## src/design/kiwi_io_pkg.sv

```systemverilog
package kiwi_io_pkg;

    //////////////////////////////
    // vector types
    //////////////////////////////

    // one-hot opcode field from the eCPU
    typedef logic [15:0] op_t;
    // top-of-stack word
    typedef logic [31:0] word_t;
    // parallel read word back to the cpu
    typedef logic [15:0] par_t;
    // global control register
    typedef logic [13:0] ctrl_t;
    // cycle counter value
    typedef logic [31:0] ctr_t;
    // serial target select, ctrl[1:0]
    typedef logic [1:0]  ser_sel_t;

    //////////////////////////////
    // opcode bit positions
    //////////////////////////////

    localparam logic [3:0] op_set_ctrl   = 4'd0;
    localparam logic [3:0] op_get_status = 4'd1;
    localparam logic [3:0] op_get_srq    = 4'd2;
    // counter byte reads, byte 0 to 3
    localparam logic [3:0] op_get_ctr0   = 4'd3;
    localparam logic [3:0] op_get_ctr1   = 4'd4;
    localparam logic [3:0] op_get_ctr2   = 4'd5;
    localparam logic [3:0] op_get_ctr3   = 4'd6;
    // counter events
    localparam logic [3:0] op_ctr_clr    = 4'd7;
    localparam logic [3:0] op_ctr_ena    = 4'd8;
    localparam logic [3:0] op_ctr_dis    = 4'd9;

    //////////////////////////////
    // control bit positions
    //////////////////////////////

    // bits 1..0 hold the serial select
    localparam logic [3:0] ctrl_ser_le_csn = 4'd2;
    localparam logic [3:0] ctrl_ser_clk    = 4'd3;
    localparam logic [3:0] ctrl_ser_data   = 4'd4;
    localparam logic [3:0] ctrl_osc_dis    = 4'd5;
    localparam logic [3:0] ctrl_sten       = 4'd6;
    localparam logic [3:0] ctrl_eeprom_wp  = 4'd7;
    localparam logic [3:0] ctrl_cmd_ready  = 4'd8;
    localparam logic [3:0] ctrl_snd_intr   = 4'd9;

    // serial targets, code 0 leaves all lines parked low
    localparam ser_sel_t ser_attn = 2'd1;
    localparam ser_sel_t ser_gps  = 2'd2;
    localparam ser_sel_t ser_dna  = 2'd3;

    // status word nibbles
    localparam logic [3:0] fpga_ver = 4'd1;
    localparam logic [3:0] fpga_id  = 4'd4;

endpackage

```

## src/design/cpu_bus_if.sv

```systemverilog
`timescale 1ns/10ps

interface cpu_bus_if
    import kiwi_io_pkg::*;
    ();

    // decoded opcode, one hot
    op_t   op;
    // top of stack, write data
    word_t tos;
    // single-cycle strobes
    logic  rd_reg;
    logic  wr_reg;
    logic  wr_evt;

    // cpu side drives everything
    modport src
    (
        output op,
        output tos,
        output rd_reg,
        output wr_reg,
        output wr_evt
    );

    // io blocks only listen
    modport snk
    (
        input  op,
        input  tos,
        input  rd_reg,
        input  wr_reg,
        input  wr_evt
    );

endinterface

```

## src/design/ctrl_regs.sv

```systemverilog
`timescale 1ns/10ps

module ctrl_regs
    import kiwi_io_pkg::*;
(
    cpu_bus_if.snk bus,
    input  logic   cpu_clk,
    input  logic   rx_orst,
    output ctrl_t  ctrl,
    // adc
    output logic   adc_clken,
    output logic   adc_stenl,
    // attenuator dac
    output logic   da_dale,
    output logic   da_daclk,
    output logic   da_dadat,
    // gps front end
    output logic   gps_gscs,
    output logic   gps_gsclk,
    output logic   gps_gsdat,
    // device id port
    output logic   dna_read,
    output logic   dna_clk,
    output logic   dna_shift,
    // misc flags
    output logic   ewp,
    output logic   cmd_ready,
    output logic   snd_intr
);

    ser_sel_t ser_sel;
    logic     sel_attn;
    logic     sel_gps;
    logic     sel_dna;

    //////////////////////////////
    // control register
    //////////////////////////////

    // low 14 bits of tos, loaded on set_ctrl
    always_ff @(posedge cpu_clk)
    begin
        if (rx_orst)
        begin
            ctrl <= '0;
        end
        else if (bus.wr_reg && bus.op[op_set_ctrl])
        begin
            ctrl <= bus.tos[13:0];
        end
    end

    //////////////////////////////
    // serial steering
    //////////////////////////////

    // select lives in the two lsbs
    assign ser_sel  = ser_sel_t'(ctrl[1:0]);

    // one target at most, code 0 parks all
    assign sel_attn = (ser_sel == ser_attn);
    assign sel_gps  = (ser_sel == ser_gps);
    assign sel_dna  = (ser_sel == ser_dna);

    // attenuator: latch enable, clock, data
    assign da_dale   = sel_attn & ctrl[ctrl_ser_le_csn];
    assign da_daclk  = sel_attn & ctrl[ctrl_ser_clk];
    assign da_dadat  = sel_attn & ctrl[ctrl_ser_data];

    // gps front end: chip select, clock, data
    assign gps_gscs  = sel_gps & ctrl[ctrl_ser_le_csn];
    assign gps_gsclk = sel_gps & ctrl[ctrl_ser_clk];
    assign gps_gsdat = sel_gps & ctrl[ctrl_ser_data];

    // device id: read, clock, shift
    assign dna_read  = sel_dna & ctrl[ctrl_ser_le_csn];
    assign dna_clk   = sel_dna & ctrl[ctrl_ser_clk];
    assign dna_shift = sel_dna & ctrl[ctrl_ser_data];

    //////////////////////////////
    // direct pins
    //////////////////////////////

    // active-low enables, high out of reset
    assign adc_clken = ~ctrl[ctrl_osc_dis];
    assign adc_stenl = ~ctrl[ctrl_sten];

    // eeprom write protect
    assign ewp       = ctrl[ctrl_eeprom_wp];
    // handshake lines to the host
    assign cmd_ready = ctrl[ctrl_cmd_ready];
    assign snd_intr  = ctrl[ctrl_snd_intr];

endmodule

```

## src/design/cycle_counters.sv

```systemverilog
`timescale 1ns/10ps

module cycle_counters
    import kiwi_io_pkg::*;
(
    cpu_bus_if.snk bus,
    input  logic   cpu_clk,
    input  logic   rx_orst,
    output ctr_t   ctr0,
    output ctr_t   ctr1
);

    logic clr_evt;
    logic ena_evt;
    logic dis_evt;
    logic ctr_ena;

    // event decode, one cycle strobes
    assign clr_evt = bus.wr_evt & bus.op[op_ctr_clr];
    assign ena_evt = bus.wr_evt & bus.op[op_ctr_ena];
    assign dis_evt = bus.wr_evt & bus.op[op_ctr_dis];

    //////////////////////////////
    // enable flag
    //////////////////////////////

    // new value counts from the next edge
    always_ff @(posedge cpu_clk)
    begin
        if (rx_orst)
        begin
            ctr_ena <= 1'b0;
        end
        else if (ena_evt)
        begin
            ctr_ena <= 1'b1;
        end
        else if (dis_evt)
        begin
            ctr_ena <= 1'b0;
        end
    end

    //////////////////////////////
    // accumulators
    //////////////////////////////

    // ctr0 = total cycles, ctr1 = enabled cycles
    always_ff @(posedge cpu_clk)
    begin
        if (rx_orst || clr_evt)
        begin
            ctr0 <= '0;
            ctr1 <= '0;
        end
        else
        begin
            ctr0 <= ctr0 + ctr_t'(1);
            // busy count only
            if (ctr_ena)
            begin
                ctr1 <= ctr1 + ctr_t'(1);
            end
        end
    end

endmodule

```

## src/design/event_latches.sv

```systemverilog
`timescale 1ns/10ps

module event_latches
    import kiwi_io_pkg::*;
(
    cpu_bus_if.snk bus,
    input  logic   cpu_clk,
    input  logic   rx_orst,
    input  logic   host_srq,
    input  logic   rx_ovfl,
    output logic   overflow,
    output logic   ser
);

    logic srq_poll;
    logic srq_noted;
    logic srq_out;

    //////////////////////////////
    // receiver overflow
    //////////////////////////////

    // sticky until reset
    always_ff @(posedge cpu_clk)
    begin
        if (rx_orst)
        begin
            overflow <= 1'b0;
        end
        else
        begin
            overflow <= overflow | rx_ovfl;
        end
    end

    //////////////////////////////
    // service request capture
    //////////////////////////////

    // cpu polls with a get_srq read
    assign srq_poll = bus.rd_reg & bus.op[op_get_srq];

    // a request landing on the poll edge rolls into the next poll
    always_ff @(posedge cpu_clk)
    begin
        if (rx_orst)
        begin
            srq_noted <= 1'b0;
            srq_out   <= 1'b0;
        end
        else if (srq_poll)
        begin
            srq_noted <= host_srq;
            srq_out   <= srq_noted;
        end
        else
        begin
            srq_noted <= srq_noted | host_srq;
        end
    end

    // poll result on the serial input bit
    assign ser = srq_out;

endmodule

```

## src/design/kiwi_io_top.sv

```systemverilog
`timescale 1ns/10ps

module kiwi_io_top
    import kiwi_io_pkg::*;
(
    input  logic  cpu_clk,
    input  logic  rx_orst,
    // cpu strobes and data
    input  logic  rd_reg,
    input  logic  wr_reg,
    input  logic  wr_evt,
    input  op_t   op,
    input  word_t tos,
    // async-ish event inputs
    input  logic  host_srq,
    input  logic  rx_ovfl,
    input  logic  dna_data,
    // host read data, mux default
    input  par_t  host_dout,
    output par_t  par,
    output logic  ser,
    // pins
    output logic  adc_clken,
    output logic  adc_stenl,
    output logic  da_dale,
    output logic  da_daclk,
    output logic  da_dadat,
    output logic  gps_gscs,
    output logic  gps_gsclk,
    output logic  gps_gsdat,
    output logic  dna_read,
    output logic  dna_clk,
    output logic  dna_shift,
    output logic  ewp,
    output logic  cmd_ready,
    output logic  snd_intr
);

    ctrl_t ctrl;
    ctr_t  ctr0;
    ctr_t  ctr1;
    logic  overflow;

    //////////////////////////////
    // cpu bus
    //////////////////////////////

    cpu_bus_if bus ();

    // ports stand in for the cpu core
    assign bus.op     = op;
    assign bus.tos    = tos;
    assign bus.rd_reg = rd_reg;
    assign bus.wr_reg = wr_reg;
    assign bus.wr_evt = wr_evt;

    //////////////////////////////
    // io blocks
    //////////////////////////////

    // control register and pin steering
    ctrl_regs u_ctrl_regs
    (
        .bus       (bus),
        .cpu_clk   (cpu_clk),
        .rx_orst   (rx_orst),
        .ctrl      (ctrl),
        .adc_clken (adc_clken),
        .adc_stenl (adc_stenl),
        .da_dale   (da_dale),
        .da_daclk  (da_daclk),
        .da_dadat  (da_dadat),
        .gps_gscs  (gps_gscs),
        .gps_gsclk (gps_gsclk),
        .gps_gsdat (gps_gsdat),
        .dna_read  (dna_read),
        .dna_clk   (dna_clk),
        .dna_shift (dna_shift),
        .ewp       (ewp),
        .cmd_ready (cmd_ready),
        .snd_intr  (snd_intr)
    );

    // total and busy cycle counts
    cycle_counters u_cycle_counters
    (
        .bus     (bus),
        .cpu_clk (cpu_clk),
        .rx_orst (rx_orst),
        .ctr0    (ctr0),
        .ctr1    (ctr1)
    );

    // overflow flag, srq capture
    event_latches u_event_latches
    (
        .bus      (bus),
        .cpu_clk  (cpu_clk),
        .rx_orst  (rx_orst),
        .host_srq (host_srq),
        .rx_ovfl  (rx_ovfl),
        .overflow (overflow),
        .ser      (ser)
    );

    // parallel input to the cpu
    par_mux u_par_mux
    (
        .bus       (bus),
        .ctr0      (ctr0),
        .ctr1      (ctr1),
        .overflow  (overflow),
        .dna_data  (dna_data),
        .host_dout (host_dout),
        .par       (par)
    );

endmodule

```

## src/design/par_mux.sv

```systemverilog
`timescale 1ns/10ps

module par_mux
    import kiwi_io_pkg::*;
(
    cpu_bus_if.snk bus,
    input  ctr_t   ctr0,
    input  ctr_t   ctr1,
    input  logic   overflow,
    input  logic   dna_data,
    input  par_t   host_dout,
    output par_t   par
);

    par_t       status;
    logic [3:0] stat_user;

    //////////////////////////////
    // status word
    //////////////////////////////

    // user flags: three spare, then dna bit
    assign stat_user = {3'b000, dna_data};

    // ovfl | 000 | ver | user | id
    assign status = {overflow, 3'b000, fpga_ver, stat_user, fpga_id};

    //////////////////////////////
    // read mux
    //////////////////////////////

    // counter bytes first, then status, else host data
    always_comb
    begin
        if (bus.rd_reg && bus.op[op_get_ctr0])
        begin
            par = {ctr1[7:0], ctr0[7:0]};
        end
        else if (bus.rd_reg && bus.op[op_get_ctr1])
        begin
            par = {ctr1[15:8], ctr0[15:8]};
        end
        else if (bus.rd_reg && bus.op[op_get_ctr2])
        begin
            par = {ctr1[23:16], ctr0[23:16]};
        end
        else if (bus.rd_reg && bus.op[op_get_ctr3])
        begin
            par = {ctr1[31:24], ctr0[31:24]};
        end
        else if (bus.rd_reg && bus.op[op_get_status])
        begin
            par = status;
        end
        else
        begin
            // default path, host spi read data
            par = host_dout;
        end
    end

endmodule

```

## config.mk

```make
export PLATFORM = sky130hd
export DESIGN_NAME = kiwi_io_top
export DESIGN_NICKNAME = d
export VERILOG_FILES = /design/src/design/kiwi_io_pkg.sv /design/src/design/cpu_bus_if.sv /design/src/design/ctrl_regs.sv /design/src/design/cycle_counters.sv /design/src/design/event_latches.sv /design/src/design/kiwi_io_top.sv /design/src/design/par_mux.sv
export SDC_FILE = /design/constraint.sdc
export NUM_CORES = 1
export LEC_CHECK = 0
export BUFFER_PORTS_ARGS = -buffer_cell sky130_fd_sc_hd__buf_2
export CAP_MARGIN = 0
export CORE_ASPECT_RATIO = 0.5
export CORE_UTILIZATION = 33
export CTS_BUF_LIST = sky130_fd_sc_hd__clkbuf_16
export DETAILED_ROUTE_END_ITERATION = 12
export PLACE_DENSITY_LB_ADDON = 0.3
export SYNTH_ARGS = -nofsm -noshare
export SYNTH_HDL_FRONTEND = slang
export SYNTH_SLANG_ARGS = --single-unit
```

## constraint.sdc

```tcl
create_clock -name cpu_clk -period 3.1 [get_ports cpu_clk]
set_clock_uncertainty 0.1 [all_clocks]
set_input_delay 0.62 -clock cpu_clk [delete_from_list [all_inputs] [get_ports cpu_clk]]
set_output_delay 0.62 -clock cpu_clk [all_outputs]
set_load 0.02 [all_outputs]
```

==> results of run 1 <==
how the worst max path moves through the flow:
stage / end / slack, ns / cells after the start
floorplan: par[10] / 0.47 / 6
global placement: par[12] / 0.30 / 6
detailed placement: par[12] / 0.26 / 6
CTS: par[7] / 0.25 / 6
global route: par[7] / 0.18 / 6
finish: par[7] / 0.25 / 6
worst min-delay path, stage by stage, from the launching register on:
cell and delay, ns:
dfxtp_1 0.31, nand2_1 0.05, a21oi_1 0.05
flip-flops by register name, summed over array words and instances (netlist names):
name                       count
u_cycle_counters.ctr0         32
u_cycle_counters.ctr1         32
u_ctrl_regs.ctrl              10
u_cycle_counters.ctr_ena       1
u_event_latches.overflow       1
u_event_latches.ser            1
u_event_latches.srq_noted      1
cell type report:
cell class | count | area [µm²] | share of cell area
Clock buffer | 9 | 225 | 0.0443
Timing Repair Buffer | 82 | 443 | 0.0871
Sequential cell | 78 | 1560 | 0.307
Multi-Input combinational cell | 416 | 2480 | 0.489
Tap cell | 165 | 206 | 0.0406
Clock inverter | 7 | 136 | 0.0268
Inverter | 7 | 26.3 | 0.00517
per-layer routing:
metal	up-vias	share of wire	GRT usage	wire length, µm
li1	2107	-	-	-
met1	1959	0.50	0.231	5630
met2	63	0.46	0.303	5210
met3	10	0.032	0.0323	359
met4	0	0.011	0.0585	121
met5	-	0	0	0
logic make-up (layout without fill, tap and decap cells):
| logic type | after synthesis | after routing | synth area share |
|---|---|---|---|
| AOI/OAI and AO/OA | 147 | 147 | 0.221 |
| xor gates and xnor gates | 20 | 20 | 0.0415 |
| adders and majority gates | 2 | 2 | 0.00593 |
| buffers and inverters | 41 | 105 | 0.0415 |
| DFF | 78 | 78 | 0.370 |
| muxes | 3 | 3 | 0.00712 |
| and+or+nand+nor | 244 | 244 | 0.313 |
metrics by stage:
step	hold slack (ns)	power [mW]	worst slack, ns
after floorplan	0.326	1.16	0.470
after global placement	0.339	1.23	0.296
after detailed placement	0.347	1.24	0.262
after CTS	0.356	2.52	0.254
after global routing	0.376	2.58	0.181
final	0.354	2.50	0.248
report_power, final:
part | leakage (nW) | total (mW) | switching (mW) | internal, mW
Sequential | 0.631 | 1.03 | 0.0115 | 1.01
Combinational | 1.01 | 0.186 | 0.114 | 0.0719
Clock | 0.175 | 1.29 | 0.425 | 0.864
placed cells by master, fill, tap and decap left out, drive strengths merged, types with 2 or more instances in the layout:
cell type	netlist	routed
nand2	82	82
buf	9	82
dfxtp	78	78
a21oi	54	54
o21ai	35	35
nor2	30	30
nand4	28	28
o31ai	21	21
or4	20	20
or3	18	18
nand3	15	15
and2	12	12
a221o	12	12
a22o	12	12
xor2	11	11
and3	10	10
and4	10	10
xnor2	9	9
clkbuf	25	9
nor2b	8	8
inv	7	7
nor4	6	6
a31oi	4	4
bufinv	0	4
mux2i	3	3
clkinv	0	3
nor3	2	2
o221ai	2	2
nor3b	2	2
a41o	2	2
ha	2	2
cell usage after synthesis, drive strengths merged (10+ instances only):
master  count  area share
a21oi      54       0.064
a221o      12       0.028
a22o       12       0.025
and2       12       0.018
and3       10       0.015
and4       10       0.021
clkbuf     25       0.025
dfxtp      78        0.37
nand2      82       0.073
nand3      15       0.018
nand4      28       0.050
nor2       30       0.027
o21ai      35       0.042
o31ai      21       0.037
or3        18       0.027
or4        20       0.036
xor2       11       0.023
==> results_dict.tcl, run 1 <==
set metrics [dict create \
    cp_max_fo 13 \
    setup_violations 0 \
    fin_util 0.419 \
    critPathRequiredTime_ns 2.38 \
    drive_gt1_frac 0.174 \
    die_width_um 162 \
    outcome "finished, final reports clean" \
    fin_nets 668 \
    syn_inst 535 \
    critPathBufInv 2 \
    via_per_inst 5.42 \
    die_y_um 82.0 \
    crit_path_cell_trace "buf_2 -> o21ai_0 -> and2_1 -> a221o_1 -> a22o_1 -> buf_2" \
    vdd_drop_max_mv 0.237 \
    wl_per_cell_um 14.8 \
    synthToLayoutAreaGrowth_pct 20.5 \
    slew_viol_final 0 \
    clock-sinks 78 \
    synth-seq-cells 78 \
    cts_tree "done" \
    post_cts_buffers 0 \
    endpoint_kind "output port" \
    drv_cap 0 \
    start_util 0.348 \
    cts_hold_buf 0 \
    core_region_area_mm2 0.0121 \
    worstHoldStart "u_ctrl_regs.ctrl[6]" \
    h-tree-depth 3 \
    path_delay_family "compound AO/OA/AOI/OAI gates" \
    timing.rr.end "u_cycle_counters.ctr1[18]" \
    grt_max_degree 34 \
    rr_worst_depth 5 \
    finalHoldViolCount 0 \
    ys_warn_count 0 \
    grt_pass1_wl_um 18700 \
    clkTransAtPathRegs_ns 0.06 \
    critical_path_class "input port to output port" \
    worst_pin_slew_ns 0.677 \
    final_area_mm2 0.00508 \
    max_stage_delay_ns 0.44 \
    boundaryPins 103 \
    rsz0062_at_grt "no" \
    ys_seq_area_frac 0.370 \
    grt_usage 0.178 \
    clockRootBuffer "clkbuf_16" \
    crit_path_start_kind "input port" \
    numCtsBuffers 9 \
    die_area_mm2 0.0133 \
    ant_nets 0 \
    routed_wl_um 11300 \
    critical_path_arrival_ns 2.13 \
    cts_resized 0 \
    post-route-drc-count 0 \
    r2r_slack_ns 0.74 \
    io_buffer_count 74 \
    power_density_mw_per_mm2 492 \
    synthArstFlopShare 0 \
    grt_pass1_vias 3770 \
    finalCritPeriodShare 0.920 \
    clkLatencyLatePin_ns 0.34 \
    syn_area_mm2 0.00422 \
    layout_min_cycle_time_ns 2.85 \
    std_cell_rows 28 \
    timing.fmax_ghz 0.351 \
    dr.pass1.iters 4 \
    drt_iter0_drc 258 \
    fin_setup_tns_ns 0 \
    r2r_start "u_cycle_counters.ctr1[0]" \
    yosysUniqueCellTypes 42 \
    max_slew_margin 0.548 \
    antenna_found_initial 0 \
    globalRoute.totalOverflow 0 \
    gp_congestion 0.865 \
    finalNonFillerCells 764 \
    via_count 4139 \
    place_hpwl_um 8100 \
    cts_buffer_depth 2 \
    hold_depth 2 \
    syn_avg_cell_area_um2 7.89 \
    hold_path.class "flop to flop" \
    placed_cells 748 \
    synthesis.nets 609 \
    dpl_cell_area_mm2 0.00472 \
    hold-path-endpoint "u_ctrl_regs.ctrl[6]" \
    cp_slowest_cell "a221o_1" \
    antenna_cells 0 \
    p_leak_nw 1.82 \
    crit_path_start "rd_reg" \
    synth_edf_count 0 \
    n_fill_cell 1272 \
    crit_top_cell "buf_2" \
    synthFlopType "dfxtp_1" \
]
No activity file was read; power rests on OpenSTA's default activity.
==> inputs of run 2 (changes only) <==
BUFFER_PORTS_ARGS = -buffer_cell sky130_fd_sc_hd__buf_4   (was -buffer_cell sky130_fd_sc_hd__buf_2)
SYNTH_HIERARCHICAL = 1   (was unset)
==> run 2 against run 1 <==
Against the previous run:
- via count rose by 8.5%
- sequential power barely moved
- register-to-register slack got worse by 0.11 ns
- cell count rose by 9.0%
- non-clock buffer count fell by 1
- fmax rose by 12%
- combinational power rose by 60%
- critical path type unchanged
- largest power group unchanged
==> results_dict.tcl, run 2 <==
set metrics [dict create \
    std_cell_rows 30 \
    clkTransAtPathRegs_ns 0.06 \
    timing.rr.end "u_cycle_counters/ctr0[22]" \
    cts_hold_buf 0 \
    cellInternalPower_mw 1.84 \
    io_buffer_count 74 \
    r2r_slack_ns 0.63 \
    clockRootBuffer "clkbuf_16" \
    grt_usage 0.176 \
    crit_path_start_kind "input port" \
    grt_max_degree 32 \
    cts_tree "done" \
    drive_gt1_frac 0.178 \
    ys_warn_count 6 \
    outcome "finished, final reports clean" \
    hold_depth 2 \
    cts_resized 0 \
    routed_wl_um 12600 \
    clkLatencyLatePin_ns 0.34 \
    dpl_worst_slack_ns 0.593 \
    wl_per_cell_um 15.1 \
    fin_setup_tns_ns 0 \
    swShare 0.248 \
    pwr-share-comb 0.122 \
    rsz0062_at_grt "no" \
    critical_path_class "input port to output port" \
    cts_buffer_depth 2 \
    vdd_drop_max_mv 0.296 \
    use_met1 0.224 \
    most-common-layout-cells "buf_4 (81), dfxtp_1 (78), a21oi_1 (50)" \
    seqPwrFrac 0.418 \
    layout_commonest_cell "buf_4" \
    worst_pin_slew_ns 0.700 \
    reg_top3 "u_cycle_counters/ctr0: 32 flops, u_cycle_counters/ctr1: 32 flops, u_ctrl_regs/ctrl: 10 flops" \
    power_density_mw_per_mm2 442 \
    post-route-drc-count 0 \
    globalRoute.totalOverflow 0 \
    die_width_um 170 \
    layout_min_cycle_time_ns 2.54 \
    clock-sinks 78 \
    endpoint_kind "output port" \
    syn_inst 586 \
    syn_area_mm2 0.00463 \
    grt_pass1_vias 4049 \
    antenna_cells 0 \
    drt_iter0_drc 324 \
    synthesis.nets 660 \
    finalCritPeriodShare 0.819 \
    final_area_mm2 0.00556 \
    grt_pass1_wl_um 20400 \
    r2r_start "u_cycle_counters/ctr0[4]" \
    cp_max_fo 31 \
    grtUsageMet2 0.301 \
    grt-busiest-layer "met2" \
    timing.fmax_ghz 0.394 \
    finalHoldViolCount 0 \
    gp_congestion 0.819 \
    p_switching_mw 0.610 \
    numCtsBuffers 9 \
    die_y_um 85.8 \
    slew_viol_final 0 \
    hold-path-endpoint "u_event_latches/ser" \
    worstHoldStart "u_event_latches/srq_noted" \
    power.share.clock 0.461 \
    critPathRequiredTime_ns 2.38 \
    fin_ws_ns 0.560 \
    fin_util 0.408 \
    antenna_found_initial 0 \
    hold_path.class "flop to flop" \
    max_slew_margin 0.529 \
    critical_path_arrival_ns 1.82 \
    dr.pass1.iters 5 \
    rr_worst_depth 4 \
    boundaryPins 103 \
    ant_nets 0 \
    place_hpwl_um 8910 \
    dpl_cell_area_mm2 0.00524 \
    use_met3 0.0337 \
    die_area_mm2 0.0146 \
    synthToLayoutAreaGrowth_pct 19.9 \
    via_per_inst 5.39 \
    fin_nets 711 \
    drv_cap 0 \
    p_leak_nw 1.93 \
    syn_avg_cell_area_um2 7.91 \
    via_count 4491 \
    start_util 0.340 \
    hold_slack_ns 0.378 \
    h-tree-depth 3 \
    post_cts_buffers 0 \
    core_region_area_mm2 0.0136 \
    setup_violations 0 \
]
==> run 2: power groups by stage <==
| stage | Sequential [mW] | Clock (mW) | Combinational (mW) |
|---|---|---|---|
| global route | 1.03 | 1.20 | 0.324 |
| CTS | 1.03 | 1.16 | 0.299 |
| floorplan | 1.05 | 0 | 0.184 |
| finish | 1.03 | 1.13 | 0.298 |
| detailed placement | 1.05 | 0 | 0.297 |
| global placement | 1.05 | 0 | 0.294 |
==> run 2: worst max-delay path by stage <==
stage	from	endpoint	slack (ns)	depth (start not counted)
6_report	rd_reg	par[9]	0.56	4
3_5_place_dp	rd_reg	par[4]	0.59	6
2_1_floorplan	op[5]	par[15]	0.91	5
4_1_cts	rd_reg	par[4]	0.59	6
5_1_grt	rd_reg	par[9]	0.49	4
3_3_place_gp	rd_reg	par[6]	0.61	6
==> run 2: critical path, cell delays in order <==
cell,delay [ns]
buf_4,0.29
and2_1,0.50
a22o_1,0.25
buf_4,0.14
==> run 2: metrics by stage <==
step | total power [mW] | std cells
floorplan | 1.23 | 586
global placement | 1.34 | 818
detailed placement | 1.34 | 818
CTS | 2.48 | 833
global route | 2.55 | 833
finish | 2.45 | 833
==> run 2: layout make-up <==
type | instances | area (µm²)
repair buffers | 81 | 608
clock inverters | 6 | 88.8
well taps | 192 | 240
flip-flops and latches | 78 | 1560
clock buffers | 9 | 225
fillers | 1420 | 8070
inverters | 19 | 71.3
multi-input cells | 448 | 2760
==> run 2: routing by layer <==
metal  vias up  share of wire
met1      2095           0.47
met3        17          0.041
met2       101           0.47
met4         0          0.019
li1       2278              -
met5         -              0
